===== src/design/mcu_ao_pkg.sv =====
// always-on control block shared definitions
// apb bus types, register map and power sequencing encodings
package mcu_ao_pkg;

  localparam int ADDR_W      = 12;
  localparam int DATA_W      = 32;
  localparam int GPIO_W      = 8;
  // 0 cpu, 1 peripheral, 2 and 3 memory banks
  localparam int NUM_DOMAINS = 4;
  // gpio edges in the low bits, power done on top
  localparam int NUM_IRQ     = 9;

  // region offset width, region index sits just above it
  localparam int OFS_W = 8;

  localparam logic [ADDR_W-1:0] PWR_BASE  = 12'h000;
  localparam logic [ADDR_W-1:0] GPIO_BASE = 12'h100;
  localparam logic [ADDR_W-1:0] IRQ_BASE  = 12'h200;

  localparam logic [OFS_W-1:0] DOMAIN_CTRL_OFS   = 8'h00;
  localparam logic [OFS_W-1:0] DOMAIN_STATUS_OFS = 8'h40;
  localparam int               DOMAIN_STRIDE     = 4;

  localparam logic [OFS_W-1:0] GPIO_OUT_OFS = 8'h00;
  localparam logic [OFS_W-1:0] GPIO_OE_OFS  = 8'h04;
  localparam logic [OFS_W-1:0] GPIO_IN_OFS  = 8'h08;

  localparam logic [OFS_W-1:0] IRQ_PENDING_OFS = 8'h00;
  localparam logic [OFS_W-1:0] IRQ_ENABLE_OFS  = 8'h04;

  typedef struct packed {
    logic              psel;
    logic              penable;
    logic              pwrite;
    logic [ADDR_W-1:0] paddr;
    logic [DATA_W-1:0] pwdata;
  } apb_req_t;

  typedef struct packed {
    logic [DATA_W-1:0] prdata;
    logic              pready;
    logic              pslverr;
  } apb_rsp_t;

  typedef struct packed {
    logic pwr_on;
    logic iso_en;
    logic rst_n;
    logic clk_en;
    logic retain;
  } pwr_ctrl_t;

  typedef enum logic [2:0] {
    ON         = 3'd0,
    GATE_CLK   = 3'd1,
    ISOLATE    = 3'd2,
    RESET      = 3'd3,
    SWITCH_OFF = 3'd4,
    OFF        = 3'd5,
    SWITCH_ON  = 3'd6,
    RELEASE    = 3'd7
  } pwr_state_e;

  // domain fully powered and running
  localparam pwr_ctrl_t PWR_CTRL_ON = '{
    pwr_on: 1'b1,
    iso_en: 1'b0,
    rst_n:  1'b1,
    clk_en: 1'b1,
    retain: 1'b0
  };

endpackage


===== src/design/apb_ao_decoder.sv =====
// apb region decoder for the always-on block
// steers psel to power, gpio or irq and merges the responses
module apb_ao_decoder
  import mcu_ao_pkg::*;
(
  input  apb_req_t apb_req_i,
  output apb_rsp_t apb_rsp_o,
  output apb_req_t pwr_req_o,
  output apb_req_t gpio_req_o,
  output apb_req_t irq_req_o,
  input  apb_rsp_t pwr_rsp_i,
  input  apb_rsp_t gpio_rsp_i,
  input  apb_rsp_t irq_rsp_i
);

  logic [1:0] region;
  logic       hit_pwr;
  logic       hit_gpio;
  logic       hit_irq;
  apb_req_t   local_req;

  assign region   = apb_req_i.paddr[OFS_W +: 2];
  assign hit_pwr  = region == PWR_BASE[OFS_W +: 2];
  assign hit_gpio = region == GPIO_BASE[OFS_W +: 2];
  assign hit_irq  = region == IRQ_BASE[OFS_W +: 2];

  always_comb begin
    // targets only see the offset inside their region
    local_req       = apb_req_i;
    local_req.paddr = ADDR_W'(apb_req_i.paddr[OFS_W-1:0]);

    pwr_req_o       = local_req;
    gpio_req_o      = local_req;
    irq_req_o       = local_req;
    pwr_req_o.psel  = apb_req_i.psel & hit_pwr;
    gpio_req_o.psel = apb_req_i.psel & hit_gpio;
    irq_req_o.psel  = apb_req_i.psel & hit_irq;

    if (hit_pwr) begin
      apb_rsp_o = pwr_rsp_i;
    end else if (hit_gpio) begin
      apb_rsp_o = gpio_rsp_i;
    end else if (hit_irq) begin
      apb_rsp_o = irq_rsp_i;
    end else begin
      // unmapped region answers with an error
      apb_rsp_o.prdata  = '0;
      apb_rsp_o.pready  = 1'b1;
      apb_rsp_o.pslverr = apb_req_i.psel & apb_req_i.penable;
    end
  end

endmodule


===== src/design/power_domain_seq.sv =====
// power sequencer for a single domain
// orders clock gate, isolation, reset, retention and the power switch
module power_domain_seq
  import mcu_ao_pkg::*;
(
  input  logic       clk_i,
  input  logic       rst_n_i,
  input  logic       on_req_i,
  input  logic       retain_req_i,
  input  logic       pwr_ack_i,
  output pwr_ctrl_t  ctrl_o,
  output pwr_state_e state_o,
  output logic       done_o
);

  pwr_state_e state_q;
  pwr_ctrl_t  ctrl_q;
  logic       done_q;

  always_ff @(posedge clk_i) begin
    if (!rst_n_i) begin
      state_q <= ON;
      ctrl_q  <= PWR_CTRL_ON;
      done_q  <= 1'b0;
    end else begin
      done_q <= 1'b0;
      case (state_q)
        ON: begin
          if (!on_req_i) begin
            state_q       <= GATE_CLK;
            ctrl_q.clk_en <= 1'b0;
          end
        end
        GATE_CLK: begin
          state_q       <= ISOLATE;
          ctrl_q.iso_en <= 1'b1;
        end
        ISOLATE: begin
          state_q       <= RESET;
          ctrl_q.rst_n  <= 1'b0;
          ctrl_q.retain <= retain_req_i;
        end
        RESET: begin
          state_q       <= SWITCH_OFF;
          ctrl_q.pwr_on <= 1'b0;
        end
        SWITCH_OFF: begin
          // wait for the supply to actually drop
          if (!pwr_ack_i) begin
            state_q <= OFF;
            done_q  <= 1'b1;
          end
        end
        OFF: begin
          if (on_req_i) begin
            state_q       <= SWITCH_ON;
            ctrl_q.pwr_on <= 1'b1;
          end
        end
        SWITCH_ON: begin
          if (pwr_ack_i) begin
            state_q       <= RELEASE;
            ctrl_q.rst_n  <= 1'b1;
            ctrl_q.retain <= 1'b0;
          end
        end
        RELEASE: begin
          state_q       <= ON;
          ctrl_q.iso_en <= 1'b0;
          ctrl_q.clk_en <= 1'b1;
          done_q        <= 1'b1;
        end
        default: begin
          state_q <= ON;
          ctrl_q  <= PWR_CTRL_ON;
        end
      endcase
    end
  end

  assign ctrl_o  = ctrl_q;
  assign state_o = state_q;
  assign done_o  = done_q;

endmodule


===== src/design/power_manager.sv =====
// power manager with per-domain control and status registers
// each domain is driven by its own sequencer
module power_manager
  import mcu_ao_pkg::*;
(
  input  logic                         clk_i,
  input  logic                         rst_n_i,
  input  apb_req_t                     apb_req_i,
  output apb_rsp_t                     apb_rsp_o,
  input  logic       [NUM_DOMAINS-1:0] pwr_ack_i,
  output pwr_ctrl_t  [NUM_DOMAINS-1:0] pwr_ctrl_o,
  output logic                         done_o
);

  logic       [OFS_W-1:0]       ofs;
  logic                         wr_en;
  logic       [NUM_DOMAINS-1:0] on_req_q;
  logic       [NUM_DOMAINS-1:0] ret_req_q;
  logic       [NUM_DOMAINS-1:0] ctrl_hit;
  logic       [NUM_DOMAINS-1:0] status_hit;
  logic       [NUM_DOMAINS-1:0] seq_done;
  pwr_state_e [NUM_DOMAINS-1:0] seq_state;

  assign ofs   = apb_req_i.paddr[OFS_W-1:0];
  assign wr_en = apb_req_i.psel & apb_req_i.penable & apb_req_i.pwrite;

  for (genvar i = 0; i < NUM_DOMAINS; i++) begin : g_domain
    assign ctrl_hit[i]   = ofs == DOMAIN_CTRL_OFS + OFS_W'(DOMAIN_STRIDE * i);
    assign status_hit[i] = ofs == DOMAIN_STATUS_OFS + OFS_W'(DOMAIN_STRIDE * i);

    power_domain_seq u_seq (
      .clk_i,
      .rst_n_i,
      .on_req_i    (on_req_q[i]),
      .retain_req_i(ret_req_q[i]),
      .pwr_ack_i   (pwr_ack_i[i]),
      .ctrl_o      (pwr_ctrl_o[i]),
      .state_o     (seq_state[i]),
      .done_o      (seq_done[i])
    );
  end

  // requests held here until the sequencer is idle again
  always_ff @(posedge clk_i) begin
    if (!rst_n_i) begin
      on_req_q  <= '1;
      ret_req_q <= '0;
    end else begin
      for (int i = 0; i < NUM_DOMAINS; i++) begin
        if (wr_en && ctrl_hit[i]) begin
          on_req_q[i]  <= apb_req_i.pwdata[0];
          ret_req_q[i] <= apb_req_i.pwdata[1];
        end
      end
    end
  end

  always_comb begin
    apb_rsp_o.prdata = '0;
    for (int i = 0; i < NUM_DOMAINS; i++) begin
      if (ctrl_hit[i]) begin
        apb_rsp_o.prdata = DATA_W'({ret_req_q[i], on_req_q[i]});
      end
      if (status_hit[i]) begin
        apb_rsp_o.prdata = DATA_W'(seq_state[i]);
      end
    end
  end

  assign apb_rsp_o.pready  = 1'b1;
  assign apb_rsp_o.pslverr = 1'b0;

  assign done_o = |seq_done;

endmodule


===== src/design/gpio_ao.sv =====
// always-on gpio with output and enable registers
// synchronized inputs and rising-edge pulses
module gpio_ao
  import mcu_ao_pkg::*;
(
  input  logic              clk_i,
  input  logic              rst_n_i,
  input  apb_req_t          apb_req_i,
  output apb_rsp_t          apb_rsp_o,
  input  logic [GPIO_W-1:0] gpio_i,
  output logic [GPIO_W-1:0] gpio_o,
  output logic [GPIO_W-1:0] gpio_oe_o,
  output logic [GPIO_W-1:0] edge_o
);

  logic [OFS_W-1:0]  ofs;
  logic              wr_en;
  logic [GPIO_W-1:0] out_q;
  logic [GPIO_W-1:0] oe_q;
  logic [GPIO_W-1:0] sync_q1;
  logic [GPIO_W-1:0] sync_q2;
  logic [GPIO_W-1:0] prev_q;

  assign ofs   = apb_req_i.paddr[OFS_W-1:0];
  assign wr_en = apb_req_i.psel & apb_req_i.penable & apb_req_i.pwrite;

  always_ff @(posedge clk_i) begin
    if (!rst_n_i) begin
      out_q <= '0;
      oe_q  <= '0;
    end else if (wr_en) begin
      if (ofs == GPIO_OUT_OFS) out_q <= apb_req_i.pwdata[GPIO_W-1:0];
      if (ofs == GPIO_OE_OFS) oe_q <= apb_req_i.pwdata[GPIO_W-1:0];
    end
  end

  // two flop synchronizer plus one for the edge
  always_ff @(posedge clk_i) begin
    if (!rst_n_i) begin
      sync_q1 <= '0;
      sync_q2 <= '0;
      prev_q  <= '0;
    end else begin
      sync_q1 <= gpio_i;
      sync_q2 <= sync_q1;
      prev_q  <= sync_q2;
    end
  end

  assign edge_o    = sync_q2 & ~prev_q;
  assign gpio_o    = out_q;
  assign gpio_oe_o = oe_q;

  always_comb begin
    case (ofs)
      GPIO_OUT_OFS: apb_rsp_o.prdata = DATA_W'(out_q);
      GPIO_OE_OFS:  apb_rsp_o.prdata = DATA_W'(oe_q);
      GPIO_IN_OFS:  apb_rsp_o.prdata = DATA_W'(sync_q2);
      default:      apb_rsp_o.prdata = '0;
    endcase
  end

  assign apb_rsp_o.pready  = 1'b1;
  assign apb_rsp_o.pslverr = 1'b0;

endmodule


===== src/design/irq_ctrl.sv =====
// interrupt controller with pending and enable registers
// one registered interrupt line out
module irq_ctrl
  import mcu_ao_pkg::*;
(
  input  logic               clk_i,
  input  logic               rst_n_i,
  input  apb_req_t           apb_req_i,
  output apb_rsp_t           apb_rsp_o,
  input  logic [NUM_IRQ-1:0] src_i,
  output logic               irq_o
);

  logic [OFS_W-1:0]   ofs;
  logic               wr_en;
  logic [NUM_IRQ-1:0] pend_clr;
  logic [NUM_IRQ-1:0] pending_q;
  logic [NUM_IRQ-1:0] enable_q;
  logic               irq_q;

  assign ofs   = apb_req_i.paddr[OFS_W-1:0];
  assign wr_en = apb_req_i.psel & apb_req_i.penable & apb_req_i.pwrite;

  // write one to clear
  assign pend_clr = (wr_en && ofs == IRQ_PENDING_OFS) ? apb_req_i.pwdata[NUM_IRQ-1:0] : '0;

  always_ff @(posedge clk_i) begin
    if (!rst_n_i) begin
      pending_q <= '0;
      enable_q  <= '0;
      irq_q     <= 1'b0;
    end else begin
      // a new source pulse beats a clear in the same cycle
      pending_q <= (pending_q & ~pend_clr) | src_i;
      if (wr_en && ofs == IRQ_ENABLE_OFS) begin
        enable_q <= apb_req_i.pwdata[NUM_IRQ-1:0];
      end
      irq_q <= |(pending_q & enable_q);
    end
  end

  always_comb begin
    case (ofs)
      IRQ_PENDING_OFS: apb_rsp_o.prdata = DATA_W'(pending_q);
      IRQ_ENABLE_OFS:  apb_rsp_o.prdata = DATA_W'(enable_q);
      default:         apb_rsp_o.prdata = '0;
    endcase
  end

  assign apb_rsp_o.pready  = 1'b1;
  assign apb_rsp_o.pslverr = 1'b0;

  assign irq_o = irq_q;

endmodule


===== src/design/mcu_ao_top.sv =====
// always-on control block top level
// apb decoder, power manager, gpio and interrupt controller
module mcu_ao_top
  import mcu_ao_pkg::*;
(
  input  logic                        clk_i,
  input  logic                        rst_n_i,
  input  apb_req_t                    apb_req_i,
  output apb_rsp_t                    apb_rsp_o,
  input  logic      [GPIO_W-1:0]      gpio_i,
  output logic      [GPIO_W-1:0]      gpio_o,
  output logic      [GPIO_W-1:0]      gpio_oe_o,
  output pwr_ctrl_t [NUM_DOMAINS-1:0] pwr_ctrl_o,
  input  logic      [NUM_DOMAINS-1:0] pwr_ack_i,
  output logic                        irq_o
);

  apb_req_t          pwr_req;
  apb_rsp_t          pwr_rsp;
  apb_req_t          gpio_req;
  apb_rsp_t          gpio_rsp;
  apb_req_t          irq_req;
  apb_rsp_t          irq_rsp;
  logic [GPIO_W-1:0] gpio_edge;
  logic              pwr_done;

  apb_ao_decoder u_decoder (
    .apb_req_i,
    .apb_rsp_o,
    .pwr_req_o (pwr_req),
    .gpio_req_o(gpio_req),
    .irq_req_o (irq_req),
    .pwr_rsp_i (pwr_rsp),
    .gpio_rsp_i(gpio_rsp),
    .irq_rsp_i (irq_rsp)
  );

  power_manager u_power_manager (
    .clk_i,
    .rst_n_i,
    .apb_req_i (pwr_req),
    .apb_rsp_o (pwr_rsp),
    .pwr_ack_i,
    .pwr_ctrl_o,
    .done_o    (pwr_done)
  );

  gpio_ao u_gpio_ao (
    .clk_i,
    .rst_n_i,
    .apb_req_i(gpio_req),
    .apb_rsp_o(gpio_rsp),
    .gpio_i,
    .gpio_o,
    .gpio_oe_o,
    .edge_o   (gpio_edge)
  );

  // power done sits above the gpio edges
  irq_ctrl u_irq_ctrl (
    .clk_i,
    .rst_n_i,
    .apb_req_i(irq_req),
    .apb_rsp_o(irq_rsp),
    .src_i    ({pwr_done, gpio_edge}),
    .irq_o
  );

endmodule


===== config.mk =====
export PLATFORM = sky130hd
export DESIGN_NAME = mcu_ao_top
export DESIGN_NICKNAME = d
export VERILOG_FILES = /design/src/design/mcu_ao_pkg.sv /design/src/design/apb_ao_decoder.sv /design/src/design/power_domain_seq.sv /design/src/design/power_manager.sv /design/src/design/gpio_ao.sv /design/src/design/irq_ctrl.sv /design/src/design/mcu_ao_top.sv
export SDC_FILE = /design/constraint.sdc
export NUM_CORES = 1
export LEC_CHECK = 0
export BUFFER_PORTS_ARGS = -buffer_cell sky130_fd_sc_hd__buf_4
export CORE_MARGIN = 10
export CORE_UTILIZATION = 29
export CTS_CLUSTER_SIZE = 20
export DETAILED_ROUTE_END_ITERATION = 12
export PLACE_DENSITY = 0.47
export SLEW_MARGIN = 15
export SYNTH_ARGS = -nofsm -noshare
export SYNTH_HDL_FRONTEND = slang
export SYNTH_SLANG_ARGS = --single-unit
export TNS_END_PERCENT = 50

===== constraint.sdc =====
create_clock -name clk_i -period 4.5 [get_ports clk_i]
set_input_delay 1.125 -clock clk_i [delete_from_list [all_inputs] [get_ports clk_i]]
set_output_delay 1.125 -clock clk_i [all_outputs]
set_load 0.1 [all_outputs]

* Word-level counts from Yosys, hierarchy flattened
Cells that the tools add are included.
Word-level totals: register bits after elaboration 103, bits in latches 0, bits in writable memories 0, bits in read-only memories 0, input port bits 61, output and inout port bits 71, logic and storage cells 239, memories kept 0
Operators by class: $add $sub $neg 0, multipliers 0, divide/modulo/power cells 0, magnitude comparators 0, equality and inequality tests 53, shift operators 0, muxes and demuxes 78, bitwise logic cells 16, reductions and logical operators 48
Operators by type and width (number):
- $mux 34 | 3
- $pmux 3 s8 | 4
- $mux 3 | 23
- $eq 3x3->1 const B | 16
- $pmux 1 s2 | 24
- $eq 8x7->1 const B | 4
- $reduce_bool 2->1 | 16
- $reduce_and 2->1 | 14
- $eq 3x2->1 const B | 8
- $ne 2x2->1 const B | 12
- $pmux 8 s3 | 1
- $mux 1 | 20
- $and 9x9->9 | 2
- $pmux 9 s2 | 1
- $eq 8x4->1 const B | 2
- $reduce_and 4->1 | 4
- $eq 3x1->1 const B | 4
- $logic_not 3->1 | 4
- $and 1x1->1 | 10
- $mux 9 | 1
- $not 9->9 | 1
- $or 9x9->9 | 1
- $reduce_or 9->1 | 1
- $and 8x8->8 | 1
- other kinds (10) | 18

* Logic depth before layout (Yosys ltp)
word-level depth 10, depth in mapped cells 7, mapped depth without buffers 6

* Modules after synthesis
A second synthesis with hierarchy kept.
Second synthesis, totals: cell total of the unflattened synthesis 856, area, all modules 7558.5 sq um
Modules (own cells, without submodules):
- apb_ao_decoder | instances 1, cells each 224, area each 1924.3 sq um, seq. area each 0.0 sq um
- power_domain_seq | instances 4, cells each 53, area each 473.0 sq um, seq. area each 180.2 sq um
- gpio_ao | instances 1, cells each 189, area each 1793.0 sq um, seq. area each 800.8 sq um
- irq_ctrl | instances 1, cells each 136, area each 1119.8 sq um, seq. area each 380.4 sq um
- power_manager | instances 1, cells each 95, area each 829.5 sq um, seq. area each 160.2 sq um

* Worst setup path after synthesis
OpenSTA, ideal clock, no wires.
path kind input -> output, from input port apb_req_i[37] in the netlist's numbering, to output port apb_rsp_o[3] in the netlist's numbering, data arrival time 4364 ps, data required time 3375 ps, path slack -989 ps, stages 5, path buffers 1, path through or4_1 > buf_2 > o41ai_1 > a21oi_1 > a211oi_1
RTL lines:
- start, declared | RTL line mcu_ao_top.sv:8 | input apb_req_t apb_req_i,
- end, declared | RTL line mcu_ao_top.sv:9 | output apb_rsp_t apb_rsp_o,

==> run summary <==
Period utilisation layout = 0.909
Die Ht = 151 um
Drt via density = 4.83
Syn Area/Cell = 9.10 um2
PortBufs = 82
Largest net degree at the start of global routing = 55
Hold Path Depth = 1
Skew-Pair Late Insertion Delay = 0.36 ns
Critical Path Max Stage Delay = 0.64 ns
Register area share after synthesis = 0.417
HP Start = u_gpio_ao.sync_q1[4]
# hold bufs at CTS = 0
Top_reg_cell synth = dfxtp_1
Gr ovfl total = 0
Yosys warnings = 0
Clock share of power = 0.304
Crit path time final = 4.09 ns
Worst-Margin Slew = 1.06 ns
Nets = 692
Num CTS Buffers = 9
CP max FO = 7
Iter 0 DRT Violations = 228
Initial core utilization = 0.297
Skew final = 0.00565 ns
Die area = 22700 um2
First-pass GRT wire length = 22300 um
Vias in the first global route = 3969
Initial antenna violation count = 0
Finish-stage setup viols = 0
Most frequent cell on the critical path = buf_4
CTS tree = built
CP Cell Sequence = buf_4 -> or4_1 -> nor2_1 -> nand2_1 -> o221ai_2 -> buf_4
Synth-to-Final Area Change = 21.0%
Fmax = 0.244 GHz
Post-synthesis instance area = 4940 um2
Antenna Nets Post-Route = 0
Core ar. = 16600 um2
Io pins = 132
Deepest clock path buffer count = 2
Post-synthesis cell type count = 55
Pint = 0.00159 W
CP startpoint = apb_req_i[37]
Max cap viols = 0
Post-Place Cell Area = 5690 um2
Worst Path Class, Setup = input pin to output port
Die span in x = 151 um
Setup crit end kind = output port
Clock tree root driver cell = clkbuf_16
Worst path bufs/invs = 2
Switch share = 0.381
DP Wirelength = 10400 um
H-tree depth = 3
Post-synth top area cell = dfxtp_1
CP max stage cell = or4_1
Pins Over Slew Limit = 0
RSZ-0062 raised after global routing = no
Setup bufs post-CTS = 0
Diodes inserted = 0
VDD IR max = 0.266 mV
Cell Pwr Density = 428 nW/um2
Sw power = 0.000975 W
Post-Layout Cell Count = 840
Worst-path clk slew = 0.07 ns
CP required = 3.38 ns
Status = complete, no violations
Crit path max-delay family = simple AND/OR/NAND/NOR gates
Launching point of the worst reg2reg path = u_power_manager.g_domain[0].u_seq.state_o[0]
DR vias = 4060
Hold WC Path Type = flop to flop
Reg power frac = 0.407
Worst Setup Start Kind = input pin
Levels on crit path = 6
Flops & latches, synth = 103
Drc violations = 0
Layout cells sized above 1 = 0.194
DRT Pass-1 Iters = 5
Async SR Flop Fraction = 0
Total Wirelength = 14400 um
Most frequent cells after synthesis = dfxtp_1, nor2_1, mux2i_1
Post-CTS Resized = 0
Post-synth top area share = 0.417
Hold Violations, Final = 0
Wirelength per Cell = 17.1 um
Site Rows = 47
Worst Reg-to-Reg Cells = 6
Placed Instances = 824
Crit path DAT = 2.97 ns
Clock sink total = 103
Post-route cell area = 5980 um2
GRT Util Overall = 0.125
Cell count after synthesis = 543
Most frequent cell after synthesis = dfxtp_1
Static leakage = 2.55 nW
EDFF count, synth = 0
Combinational fraction of design power = 0.289
Slew Limit Headroom = 0.294
Largest cells by area after synthesis = dfxtp_1, mux2i_1, ha_1
Final RePlAce weighted congestion = 0.783
==> cells by family (layout without fill, tap and decap cells) <==
logic type                 after synthesis  in the layout  synth area share
other                                    2             24           0.00152
buffers and inverters                   68            123            0.0724
DFF                                    103            103             0.417
muxes                                   53             53             0.116
and+or+nand+nor                        170            170             0.189
AOI/OAI and AO/OA                      131            131             0.163
adders and majority gates               16             16            0.0405
==> flip-flops by register name (all words and copies together), names as in the netlist, 8 cells and up <==
name and count:
u_power_manager.g_domain.u_seq.state_o 12, u_power_manager.g_domain.u_seq.ctrl_o 20, u_gpio_ao.sync_q1 8, u_gpio_ao.gpio_oe_o 8
u_gpio_ao.gpio_o 8, u_irq_ctrl.pending_q 9, u_gpio_ao.prev_q 8, u_gpio_ao.sync_q2 8
u_irq_ctrl.enable_q 9
==> cell usage in the layout (no fill, tap or decap), types with 7 or more instances in the layout <==
cell type  count
inv_1         19
a22o_1         7
a22oi_1       15
dfxtp_1      103
conb_1        24
a21oi_1       38
nor3_1         9
nand3_1        7
nand2_1       21
nor2b_1       32
and2_1        26
buf_4         87
o21ai_0       39
clkbuf_16      9
nor2_1        46
mux2i_1       45
ha_1          16
==> stage by stage <==
stage / setup slack (ns) / util / hold WS, ns / total power [W] / TNS, ns
2_1_floorplan: -0.408 / - / 0.412 / 0.00165 / -2.29
3_3_place_gp: 0.406 / 0.342 / 0.417 / 0.00178 / 0
3_5_place_dp: 0.396 / 0.342 / 0.417 / 0.00180 / 0
4_1_cts: 0.397 / 0.359 / 0.436 / 0.00260 / 0
5_1_grt: 0.310 / 0.359 / 0.461 / 0.00271 / 0
6_report: 0.408 / 0.359 / 0.437 / 0.00256 / 0
==> layout make-up <==
cell class / count / area (um2)
fillers: 1707 / 10700
repair buffers: 87 / 653
multi-input cells: 394 / 2620
inverters: 20 / 75.1
clock inverters: 6 / 63.8
well taps: 220 / 275
flip-flops and latches: 103 / 2060
clock buffers: 10 / 229
==> path summary, 6_finish.rpt <==
check | slack, ns | to
max reg2reg | 2.63 | u_power_manager.g_domain[0].u_seq.state_o[0]
max | 0.41 | apb_rsp_o[2]
min | 0.44 | u_gpio_ao.sync_q2[4]
min reg2reg | 0.44 | u_gpio_ao.sync_q2[4]
==> power groups by stage <==
| stage | Combinational (W) | Clock (W) | Sequential, W |
|---|---|---|---|
| finish | 0.000739 | 0.000778 | 0.00104 |
| detailed placement | 0.000737 | 0 | 0.00106 |
| global placement | 0.000723 | 0 | 0.00106 |
| CTS | 0.000741 | 0.000812 | 0.00104 |
| global route | 0.000802 | 0.000848 | 0.00106 |
| floorplan | 0.000430 | 0 | 0.00122 |
==> routing by layer <==
| layer | vias up | global-route usage | wire length (um) |
|---|---|---|---|
| li1 | 2021 | - | - |
| met1 | 1911 | 0.165 | 6660 |
| met2 | 109 | 0.188 | 6230 |
| met3 | 19 | 0.0369 | 1190 |
| met4 | 0 | 0.0515 | 290 |
| met5 | - | 0 | 0 |
No activity file was read; power rests on OpenSTA's default activity.
